--- src/hdl/rv_core_pkg.sv ---
package rv_core_pkg;

	localparam int xlen = 32;
	localparam int reg_addr_w = 5;

	// major opcodes of the instruction classes this slice executes.
	typedef enum logic [6:0] {
		opc_op     = 7'b0110011,
		opc_op_imm = 7'b0010011,
		opc_lui    = 7'b0110111,
		opc_auipc  = 7'b0010111,
		opc_jal    = 7'b1101111,
		opc_jalr   = 7'b1100111,
		opc_branch = 7'b1100011
	} opcode_e;

	typedef enum logic [3:0] {
		alu_add,
		alu_sub,
		alu_sll,
		alu_slt,
		alu_sltu,
		alu_xor,
		alu_srl,
		alu_sra,
		alu_or,
		alu_and,
		alu_pass_b
	} alu_op_e;

	// src_a_reg must stay the zero encoding so that a bubble selects it.
	typedef enum logic [1:0] {
		src_a_reg,
		src_a_pc,
		src_a_zero
	} src_a_e;

	localparam logic [2:0] f3_add = 3'b000;
	localparam logic [2:0] f3_sll = 3'b001;
	localparam logic [2:0] f3_sr  = 3'b101;

	localparam logic [2:0] f3_beq  = 3'b000;
	localparam logic [2:0] f3_bne  = 3'b001;
	localparam logic [2:0] f3_blt  = 3'b100;
	localparam logic [2:0] f3_bge  = 3'b101;
	localparam logic [2:0] f3_bltu = 3'b110;
	localparam logic [2:0] f3_bgeu = 3'b111;

	localparam logic [6:0] f7_base = 7'b0000000;
	localparam logic [6:0] f7_alt  = 7'b0100000; // selects sub and sra.

endpackage

--- src/hdl/ex_bus_if.sv ---
`timescale 1ns/1ps

interface ex_bus_if;

	logic                              reg_write;
	logic                              branch;
	logic                              jump;
	logic                              link;      // write pc plus four to rd.
	rv_core_pkg::alu_op_e              alu_op;
	rv_core_pkg::src_a_e               src_a;
	logic                              src_b_imm;
	logic [2:0]                        funct3;
	logic [rv_core_pkg::reg_addr_w-1:0] rs1;
	logic [rv_core_pkg::reg_addr_w-1:0] rs2;
	logic [rv_core_pkg::reg_addr_w-1:0] rd;
	logic [rv_core_pkg::xlen-1:0]      rd1;
	logic [rv_core_pkg::xlen-1:0]      rd2;
	logic [rv_core_pkg::xlen-1:0]      imm;
	logic [rv_core_pkg::xlen-1:0]      pc;

	modport source (
		output reg_write, branch, jump, link, alu_op, src_a, src_b_imm, funct3,
		output rs1, rs2, rd, rd1, rd2, imm, pc
	);

	modport sink (
		input reg_write, branch, jump, link, alu_op, src_a, src_b_imm, funct3,
		input rs1, rs2, rd, rd1, rd2, imm, pc
	);

endinterface

--- src/hdl/decode_execute_top.sv ---
`timescale 1ns/1ps

module decode_execute_top (
	input  logic                              clk,
	input  logic                              rst_n,
	input  logic                              instr_valid,
	input  logic [31:0]                       instr,
	input  logic [rv_core_pkg::xlen-1:0]      pc,
	input  logic                              flush,
	output logic                              result_valid,
	output logic [rv_core_pkg::reg_addr_w-1:0] result_rd,
	output logic [rv_core_pkg::xlen-1:0]      result_data,
	output logic                              redirect_valid,
	output logic [rv_core_pkg::xlen-1:0]      redirect_pc
);

	logic [rv_core_pkg::reg_addr_w-1:0] rs1;
	logic [rv_core_pkg::reg_addr_w-1:0] rs2;
	logic [rv_core_pkg::xlen-1:0]       rd1;
	logic [rv_core_pkg::xlen-1:0]       rd2;

	ex_bus_if d_bus ();
	ex_bus_if e_bus ();

	instr_decoder i_instr_decoder (
		.instr_valid (instr_valid),
		.instr       (instr),
		.pc          (pc),
		.rd1         (rd1),
		.rd2         (rd2),
		.rs1         (rs1),
		.rs2         (rs2),
		.d           (d_bus.source)
	);

	// the registered result doubles as the write port.
	reg_file i_reg_file (
		.clk   (clk),
		.rst_n (rst_n),
		.ra1   (rs1),
		.ra2   (rs2),
		.we    (result_valid),
		.waddr (result_rd),
		.wdata (result_data),
		.rd1   (rd1),
		.rd2   (rd2)
	);

	id_ex_reg i_id_ex_reg (
		.clk   (clk),
		.rst_n (rst_n),
		.flush (flush),
		.d     (d_bus.sink),
		.e     (e_bus.source)
	);

	execute_stage i_execute_stage (
		.clk            (clk),
		.rst_n          (rst_n),
		.e              (e_bus.sink),
		.result_valid   (result_valid),
		.result_rd      (result_rd),
		.result_data    (result_data),
		.redirect_valid (redirect_valid),
		.redirect_pc    (redirect_pc)
	);

endmodule

--- src/hdl/execute_stage.sv ---
`timescale 1ns/1ps

module execute_stage (
	input  logic                              clk,
	input  logic                              rst_n,
	ex_bus_if.sink                            e,
	output logic                              result_valid,
	output logic [rv_core_pkg::reg_addr_w-1:0] result_rd,
	output logic [rv_core_pkg::xlen-1:0]      result_data,
	output logic                              redirect_valid,
	output logic [rv_core_pkg::xlen-1:0]      redirect_pc
);

	logic [rv_core_pkg::xlen-1:0] fwd_a, fwd_b;
	logic [rv_core_pkg::xlen-1:0] op_a, op_b;
	logic [rv_core_pkg::xlen-1:0] alu_res;
	logic [rv_core_pkg::xlen-1:0] wb_value;
	logic [rv_core_pkg::xlen-1:0] target;
	logic [4:0]                   shamt;
	logic                         taken;
	logic                         redirect;

	// the result register holds the producer one stage ahead.
	assign fwd_a = (result_valid && result_rd == e.rs1) ? result_data : e.rd1;
	assign fwd_b = (result_valid && result_rd == e.rs2) ? result_data : e.rd2;

	always_comb begin
		case (e.src_a)
			rv_core_pkg::src_a_reg: op_a = fwd_a;
			rv_core_pkg::src_a_pc:  op_a = e.pc;
			default:                op_a = '0;
		endcase
	end

	assign op_b = e.src_b_imm ? e.imm : fwd_b;
	assign shamt = op_b[4:0];

	always_comb begin
		case (e.alu_op)
			rv_core_pkg::alu_add:    alu_res = op_a + op_b;
			rv_core_pkg::alu_sub:    alu_res = op_a - op_b;
			rv_core_pkg::alu_sll:    alu_res = op_a << shamt;
			rv_core_pkg::alu_slt:    alu_res = {31'b0, $signed(op_a) < $signed(op_b)};
			rv_core_pkg::alu_sltu:   alu_res = {31'b0, op_a < op_b};
			rv_core_pkg::alu_xor:    alu_res = op_a ^ op_b;
			rv_core_pkg::alu_srl:    alu_res = op_a >> shamt;
			rv_core_pkg::alu_sra:    alu_res = $unsigned($signed(op_a) >>> shamt);
			rv_core_pkg::alu_or:     alu_res = op_a | op_b;
			rv_core_pkg::alu_and:    alu_res = op_a & op_b;
			default:                 alu_res = op_b; // pass_b for lui.
		endcase
	end

	// branches compare the forwarded registers, never the immediate.
	always_comb begin
		case (e.funct3)
			rv_core_pkg::f3_beq:  taken = (fwd_a == fwd_b);
			rv_core_pkg::f3_bne:  taken = (fwd_a != fwd_b);
			rv_core_pkg::f3_blt:  taken = ($signed(fwd_a) < $signed(fwd_b));
			rv_core_pkg::f3_bge:  taken = ($signed(fwd_a) >= $signed(fwd_b));
			rv_core_pkg::f3_bltu: taken = (fwd_a < fwd_b);
			rv_core_pkg::f3_bgeu: taken = (fwd_a >= fwd_b);
			default:              taken = 1'b0;
		endcase
	end

	assign redirect = e.jump || (e.branch && taken);
	assign wb_value = e.link ? e.pc + rv_core_pkg::xlen'(4) : alu_res;

	// jal and jalr get their target from the ALU sum.
	assign target = e.branch ? e.pc + e.imm : {alu_res[rv_core_pkg::xlen-1:1], 1'b0};

	always_ff @(posedge clk or negedge rst_n) begin
		if (!rst_n) begin
			result_valid <= 1'b0;
			redirect_valid <= 1'b0;
		end else begin
			result_valid <= e.reg_write;
			redirect_valid <= redirect;
		end
	end

	always_ff @(posedge clk) begin
		if (e.reg_write) begin
			result_rd <= e.rd;
			result_data <= wb_value;
		end
		if (redirect)
			redirect_pc <= target;
	end

endmodule

--- src/hdl/id_ex_reg.sv ---
`timescale 1ns/1ps

module id_ex_reg (
	input logic      clk,
	input logic      rst_n,
	input logic      flush,
	ex_bus_if.sink   d,
	ex_bus_if.source e
);

	always_ff @(posedge clk or negedge rst_n) begin
		if (!rst_n) begin
			e.reg_write <= 1'b0;
			e.branch <= 1'b0;
			e.jump <= 1'b0;
			e.link <= 1'b0;
			e.alu_op <= rv_core_pkg::alu_add;
			e.src_a <= rv_core_pkg::src_a_reg;
			e.src_b_imm <= 1'b0;
			e.funct3 <= '0;
			e.rs1 <= '0;
			e.rs2 <= '0;
			e.rd <= '0;
			e.rd1 <= '0;
			e.rd2 <= '0;
			e.imm <= '0;
			e.pc <= '0;
		end else if (flush) begin
			// a squashed instruction leaves an all-zero bubble behind.
			e.reg_write <= 1'b0;
			e.branch <= 1'b0;
			e.jump <= 1'b0;
			e.link <= 1'b0;
			e.alu_op <= rv_core_pkg::alu_add;
			e.src_a <= rv_core_pkg::src_a_reg;
			e.src_b_imm <= 1'b0;
			e.funct3 <= '0;
			e.rs1 <= '0;
			e.rs2 <= '0;
			e.rd <= '0;
			e.rd1 <= '0;
			e.rd2 <= '0;
			e.imm <= '0;
			e.pc <= '0;
		end else begin
			e.reg_write <= d.reg_write;
			e.branch <= d.branch;
			e.jump <= d.jump;
			e.link <= d.link;
			e.alu_op <= d.alu_op;
			e.src_a <= d.src_a;
			e.src_b_imm <= d.src_b_imm;
			e.funct3 <= d.funct3;
			e.rs1 <= d.rs1;
			e.rs2 <= d.rs2;
			e.rd <= d.rd;
			e.rd1 <= d.rd1;
			e.rd2 <= d.rd2;
			e.imm <= d.imm;
			e.pc <= d.pc;
		end
	end

endmodule

--- src/hdl/instr_decoder.sv ---
`timescale 1ns/1ps

module instr_decoder (
	input  logic                              instr_valid,
	input  logic [31:0]                       instr,
	input  logic [rv_core_pkg::xlen-1:0]      pc,
	input  logic [rv_core_pkg::xlen-1:0]      rd1,
	input  logic [rv_core_pkg::xlen-1:0]      rd2,
	output logic [rv_core_pkg::reg_addr_w-1:0] rs1,
	output logic [rv_core_pkg::reg_addr_w-1:0] rs2,
	ex_bus_if.source                          d
);

	logic [2:0]                         funct3;
	logic [6:0]                         funct7;
	logic [rv_core_pkg::reg_addr_w-1:0] rd;
	logic                               legal;
	logic                               supported;
	logic                               writes_rd;
	logic                               is_branch;
	logic                               is_jump;
	logic                               use_imm;
	rv_core_pkg::alu_op_e               alu_sel;
	rv_core_pkg::src_a_e                src_a_sel;
	logic [rv_core_pkg::xlen-1:0]       imm_i, imm_u, imm_b, imm_j, imm_sel;

	function automatic rv_core_pkg::alu_op_e alu_from_funct(input logic [2:0] f3,
			input logic alt);
		case (f3)
			3'b000:  return alt ? rv_core_pkg::alu_sub : rv_core_pkg::alu_add;
			3'b001:  return rv_core_pkg::alu_sll;
			3'b010:  return rv_core_pkg::alu_slt;
			3'b011:  return rv_core_pkg::alu_sltu;
			3'b100:  return rv_core_pkg::alu_xor;
			3'b101:  return alt ? rv_core_pkg::alu_sra : rv_core_pkg::alu_srl;
			3'b110:  return rv_core_pkg::alu_or;
			default: return rv_core_pkg::alu_and;
		endcase
	endfunction

	assign rs1 = instr[19:15]; // register file is read for every word.
	assign rs2 = instr[24:20];
	assign rd = instr[11:7];
	assign funct3 = instr[14:12];
	assign funct7 = instr[31:25];

	assign imm_i = {{20{instr[31]}}, instr[31:20]};
	assign imm_u = {instr[31:12], 12'b0};
	assign imm_b = {{19{instr[31]}}, instr[31], instr[7], instr[30:25], instr[11:8], 1'b0};
	assign imm_j = {{11{instr[31]}}, instr[31], instr[19:12], instr[20], instr[30:21], 1'b0};

	always_comb begin
		legal = 1'b0;
		writes_rd = 1'b0;
		is_branch = 1'b0;
		is_jump = 1'b0;
		use_imm = 1'b0;
		alu_sel = rv_core_pkg::alu_add;
		src_a_sel = rv_core_pkg::src_a_reg;
		imm_sel = '0;
		case (rv_core_pkg::opcode_e'(instr[6:0]))
			rv_core_pkg::opc_op: begin
				legal = (funct7 == rv_core_pkg::f7_base) || (funct7 == rv_core_pkg::f7_alt &&
					(funct3 == rv_core_pkg::f3_add || funct3 == rv_core_pkg::f3_sr));
				writes_rd = 1'b1;
				alu_sel = alu_from_funct(funct3, funct7[5]);
			end
			rv_core_pkg::opc_op_imm: begin
				if (funct3 == rv_core_pkg::f3_sll)
					legal = (funct7 == rv_core_pkg::f7_base);
				else if (funct3 == rv_core_pkg::f3_sr)
					legal = (funct7 == rv_core_pkg::f7_base) || (funct7 == rv_core_pkg::f7_alt);
				else
					legal = 1'b1;
				writes_rd = 1'b1;
				use_imm = 1'b1;
				imm_sel = imm_i;
				// bit 30 of the immediate only means sra on a right shift.
				alu_sel = alu_from_funct(funct3, funct3 == rv_core_pkg::f3_sr && funct7[5]);
			end
			rv_core_pkg::opc_lui: begin
				legal = 1'b1;
				writes_rd = 1'b1;
				use_imm = 1'b1;
				imm_sel = imm_u;
				alu_sel = rv_core_pkg::alu_pass_b;
				src_a_sel = rv_core_pkg::src_a_zero;
			end
			rv_core_pkg::opc_auipc: begin
				legal = 1'b1;
				writes_rd = 1'b1;
				use_imm = 1'b1;
				imm_sel = imm_u;
				src_a_sel = rv_core_pkg::src_a_pc;
			end
			rv_core_pkg::opc_jal: begin
				legal = 1'b1;
				writes_rd = 1'b1;
				is_jump = 1'b1;
				use_imm = 1'b1;
				imm_sel = imm_j;
				src_a_sel = rv_core_pkg::src_a_pc; // the ALU sum is the target.
			end
			rv_core_pkg::opc_jalr: begin
				legal = (funct3 == rv_core_pkg::f3_add);
				writes_rd = 1'b1;
				is_jump = 1'b1;
				use_imm = 1'b1;
				imm_sel = imm_i;
			end
			rv_core_pkg::opc_branch: begin
				legal = (funct3 != 3'b010) && (funct3 != 3'b011);
				is_branch = 1'b1;
				imm_sel = imm_b;
			end
			default: legal = 1'b0;
		endcase
	end

	assign supported = instr_valid && legal;

	assign d.reg_write = supported && writes_rd && (rd != '0);
	assign d.branch = supported && is_branch;
	assign d.jump = supported && is_jump;
	assign d.link = supported && is_jump;
	assign d.alu_op = supported ? alu_sel : rv_core_pkg::alu_add;
	assign d.src_a = supported ? src_a_sel : rv_core_pkg::src_a_reg;
	assign d.src_b_imm = supported && use_imm;
	assign d.funct3 = supported ? funct3 : '0;
	assign d.rs1 = supported ? rs1 : '0;
	assign d.rs2 = supported ? rs2 : '0;
	assign d.rd = supported ? rd : '0;
	assign d.rd1 = supported ? rd1 : '0;
	assign d.rd2 = supported ? rd2 : '0;
	assign d.imm = supported ? imm_sel : '0;
	assign d.pc = supported ? pc : '0;

endmodule

--- src/hdl/reg_file.sv ---
`timescale 1ns/1ps

module reg_file (
	input  logic                              clk,
	input  logic                              rst_n,
	input  logic [rv_core_pkg::reg_addr_w-1:0] ra1,
	input  logic [rv_core_pkg::reg_addr_w-1:0] ra2,
	input  logic                              we,
	input  logic [rv_core_pkg::reg_addr_w-1:0] waddr,
	input  logic [rv_core_pkg::xlen-1:0]      wdata,
	output logic [rv_core_pkg::xlen-1:0]      rd1,
	output logic [rv_core_pkg::xlen-1:0]      rd2
);

	localparam int nregs = 2 ** rv_core_pkg::reg_addr_w;

	logic [rv_core_pkg::xlen-1:0] regs [nregs];

	// x0 reads as zero and a write in the same cycle is passed straight through.
	function automatic logic [rv_core_pkg::xlen-1:0] read_port(
			input logic [rv_core_pkg::reg_addr_w-1:0] ra);
		if (ra == '0)
			return '0;
		else if (we && ra == waddr)
			return wdata;
		else
			return regs[ra];
	endfunction

	always_ff @(posedge clk or negedge rst_n) begin
		if (!rst_n) begin
			for (int i = 0; i < nregs; i++)
				regs[i] <= '0;
		end else if (we && waddr != '0) begin
			regs[waddr] <= wdata;
		end
	end

	always_comb begin
		rd1 = read_port(ra1);
		rd2 = read_port(ra2);
	end

endmodule

--- config.mk ---
export PLATFORM = sky130hd
export DESIGN_NAME = decode_execute_top
export DESIGN_NICKNAME = d
export VERILOG_FILES = /design/src/hdl/rv_core_pkg.sv /design/src/hdl/ex_bus_if.sv /design/src/hdl/decode_execute_top.sv /design/src/hdl/execute_stage.sv /design/src/hdl/id_ex_reg.sv /design/src/hdl/instr_decoder.sv /design/src/hdl/reg_file.sv
export SDC_FILE = /design/constraint.sdc
export NUM_CORES = 2
export LEC_CHECK = 0
export ABC_AREA = 0
export BUFFER_PORTS_ARGS = -buffer_cell sky130_fd_sc_hd__buf_2
export CAP_MARGIN = 20
export CORE_ASPECT_RATIO = 0.75
export CORE_MARGIN = 4
export CORE_UTILIZATION = 40
export CTS_CLUSTER_DIAMETER = 40
export DETAILED_ROUTE_END_ITERATION = 8
export GPL_TIMING_DRIVEN = 0
export PLACE_DENSITY = 0.64
export REMOVE_ABC_BUFFERS = 1
export SYNTH_ARGS = -nofsm -noshare
export SYNTH_HDL_FRONTEND = slang
export SYNTH_SLANG_ARGS = --single-unit
--- constraint.sdc ---
create_clock -name clk -period 12.4 [get_ports clk]
set_input_delay 1.86 -clock clk [delete_from_list [all_inputs] [get_ports clk]]
set_output_delay 1.86 -clock clk [all_outputs]
set_load 0.02 [all_outputs]
==> metrics.yaml <==
status:
  status: "completed"
clocking:
  insertion_delay_ns: 0.81
  cts.htree.levels: 4
  cts_tree: "done"
  post_cts_buffers: 0
  clock-sinks: 1251
  clk_pin_slew_ns: 0.06
  cts-resized-gates: 0
  cts-root-buf: "clkbuf_16"
  ctsHoldBuffers: 0
  cts_buffers: 149
  cts_max_path_buffers: 3
drt:
  vias: 55600
  drcViolationCount: 0
  routedWlPerCell_um: 33.6
  drtIter0Drc: 6473
  drt-total-wl_um: 284000
  drt_pass1_iterations: 7
  antenna_left: 0
  via_per_inst: 6.58
min_path:
  min_path_cells: 0
  hold_end: "i_reg_file.regs[1013]"
  hold_class: "register to register"
  hold_start: "i_reg_file.regs[1013]"
placement:
  gp_congestion: 1.02
  io_buffers: 138
  place_hpwl_um: 193000
power_and_ir_drop:
  power_density_nw_per_um2: 105
  switching_share_pct: 23.6
  p_int_uw: 6960
  switching_power_uw: 2150
  p_seq_share_pct: 45.2
  p_leak_uw: 0.0385
  p_clk_share_pct: 50.7
  ir_drop_uv: 138
  combPwrFrac_pct: 4.1
grt:
  grt_use_total_pct: 28.1
  busiest_layer: "met1"
  met1_usage_pct: 41.1
  grt-ovfl-total: 0
  use_met2_pct: 40.3
  met3_usage_pct: 6.53
  antenna_found_initial: 3
  grt_pass1_vias: 55400
  grt_pass1_wl_um: 409000
  grt_max_degree: 173
cells_and_area:
  max_flop_register: "i_reg_file.regs"
  fill_cells: 16700
  multiInputGateArea_um2: 42200
  largest_reg_flops: 1024
  syn_to_final_growth_pct: 13.4
  seq_area_um2: 31700
  nNetsFinal: 6037
  drive_gt1_share_pct: 38.8
yosys:
  synth_area_leaders: "dfrtp_1 (39%), mux4_2 (19%), mux2_2 (15%), edfxtp_1 (2.7%), ha_1 (2.7%)"
  ys_ff_latch: 1251
  netlist_instances: 5979
  yosysUniqueCellTypes: 96
  yosysMostFrequentCell: "dfrtp_1"
  synth_area_um2: 76400
  synthArstFlopShare_pct: 94.5
  synth_enable_flop_cells: 69
  yosys.area.top_type: "dfrtp_1"
  ys.flop_type: "dfrtp_1"
  seq_area_frac_synth_pct: 41.4
  synth_top_area_share_pct: 38.7
  syn_area_per_cell_um2: 12.8
  synth_common_cells: "dfrtp_1 (1182), mux2_2 (1026), mux4_2 (654)"
  yosys_warnings: 0
worst_setup_path:
  critPathRequiredTime_ns: 12.83
  crit_arrival_ns: 9.71
  path_max_fanout: 22
  r2r_start: "i_execute_stage.result_rd[1]"
  r2r_cells: 17
  worst-r2r-setup-slack_ns: 3.12
  cp-start-kind: "register"
  r2r-end: "i_execute_stage.redirect_pc[22]"
  critPathCaptureType: "register"
  critPathKind: "register to register"
sta:
  skew_ns: 0.0489
  max_freq_mhz: 108
  setup_tns_ns: 0
  fin_crit_ns: 9.28
  finalCritPeriodShare_pct: 74.8
  hold_viol: 0
  slew_viol_final: 0
  fin_hold_ws_ns: 0.393
  worst_slew_pin_slew_ns: 1.21
  setup_viol: 0
  rsz0062_at_grt: "false"
  relSlewSlack_pct: 19.1
die:
  die-width_um: 513
  fp.dieH_um: 386
  rows: 138
  core_area_um2: 189000
  dieArea_um2: 198000
  io_pins: 139
  start_util_pct: 40.4
flow_run:
  drv_cap: 0
==> final cells by class <==
cell class / instances / share of cell area, %
multi-input cells: 3984 / 48.7
flip-flops and latches: 1251 / 36.5
clock buffers: 193 / 4.78
repair buffers: 284 / 4.62
well taps: 2520 / 3.64
clock inverters: 74 / 1.15
inverters: 133 / 0.582
diodes: 3 / 0.00866
==> power groups by stage <==
stage          Combinational (uW)  Sequential (uW)  Clock (uW)
6_report                      376             4120        4610
5_1_grt                       403             4110        4860
4_1_cts                       383             4120        4670
3_5_place_dp                  383             4190           0
3_3_place_gp                  391             4200           0
2_1_floorplan                97.1             4190           0
==> per-stage QoR <==
| stage | utilization (%) | total power, uW | instances | worst slack [ns] | cell area, um^2 |
|---|---|---|---|---|---|
| after floorplan | - | 4290 | 5368 | 4.87 | 74000 |
| after global placement | 41.1 | 4590 | 8026 | -16.43 | 77800 |
| after detailed placement | 42.9 | 4570 | 8157 | 3.61 | 81200 |
| after CTS | 45.6 | 9170 | 8424 | 3.59 | 86300 |
| after global routing | 45.8 | 9370 | 8439 | 3.18 | 86600 |
| final | 45.8 | 9110 | 8442 | 3.12 | 86600 |
==> how the worst max path moves through the flow <==
stage / startpoint / end / slack [ns]
global route: i_execute_stage.result_rd[1] / i_execute_stage.redirect_pc[22] / 3.18
global placement: rst_n / i_reg_file.regs[550] / -16.43
floorplan: i_id_ex_reg.e.src_b_imm / i_execute_stage.redirect_pc[28] / 4.87
CTS: i_execute_stage.result_rd[1] / i_execute_stage.redirect_pc[22] / 3.59
finish: i_execute_stage.result_rd[1] / i_execute_stage.redirect_pc[22] / 3.12
detailed placement: i_execute_stage.result_rd[1] / i_execute_stage.redirect_pc[22] / 3.61
==> layer usage <==
layer / share of wire [%] / vias up
met4: 4.4 / 0
met2: 43 / 2964
met3: 9.6 / 597
met5: 0 / -
li1: - / 22500
met1: 43 / 29500
==> placed cells by master (no fill, tap or decap), types with 52 or more instances in the layout <==
master / count
a21oi_1: 155
o211ai_1: 61
a211oi_1: 99
nand2_1: 273
buf_16: 80
edfxtp_1: 69
nor2_1: 263
and2_1: 74
ha_1: 163
o21ai_0: 165
inv_1: 128
a21o_1: 58
clkbuf_16: 153
dfrtp_1: 1178
mux2_2: 1026
nand3_1: 61
mux2i_1: 195
nor3_1: 54
buf_2: 131
xnor2_1: 52
mux4_2: 654
==> kinds of logic after synthesis <==
logic type,Yosys count,share of synthesized area [%]
muxes,1880,37.1
DFF,1251,41.4
and+or+nand+nor,980,6.08
AOI/OAI and AO/OA,870,7.83
buffers and inverters,744,3.83
adders and majority gates,166,2.75
xor gates and xnor gates,88,1.03
==> worst max-delay path, stage by stage (launching register included) <==
cell	delay, ns
edfxtp_1	1.00
xnor2_1	0.23
nand4_1	0.85
nor2_4	0.93
o211ai_1	0.40
ha_1	0.42
inv_1	0.11
fa_1	0.22
nor2_1	0.08
o311a_1	0.33
o41ai_1	0.82
o21ai_0	0.49
a311oi_1	0.84
o21ai_0	0.47
a22oi_1	0.30
a21oi_1	0.12
o41ai_1	0.83
o21ai_0	0.44
Note: power is estimated with default switching activity, not from simulation.
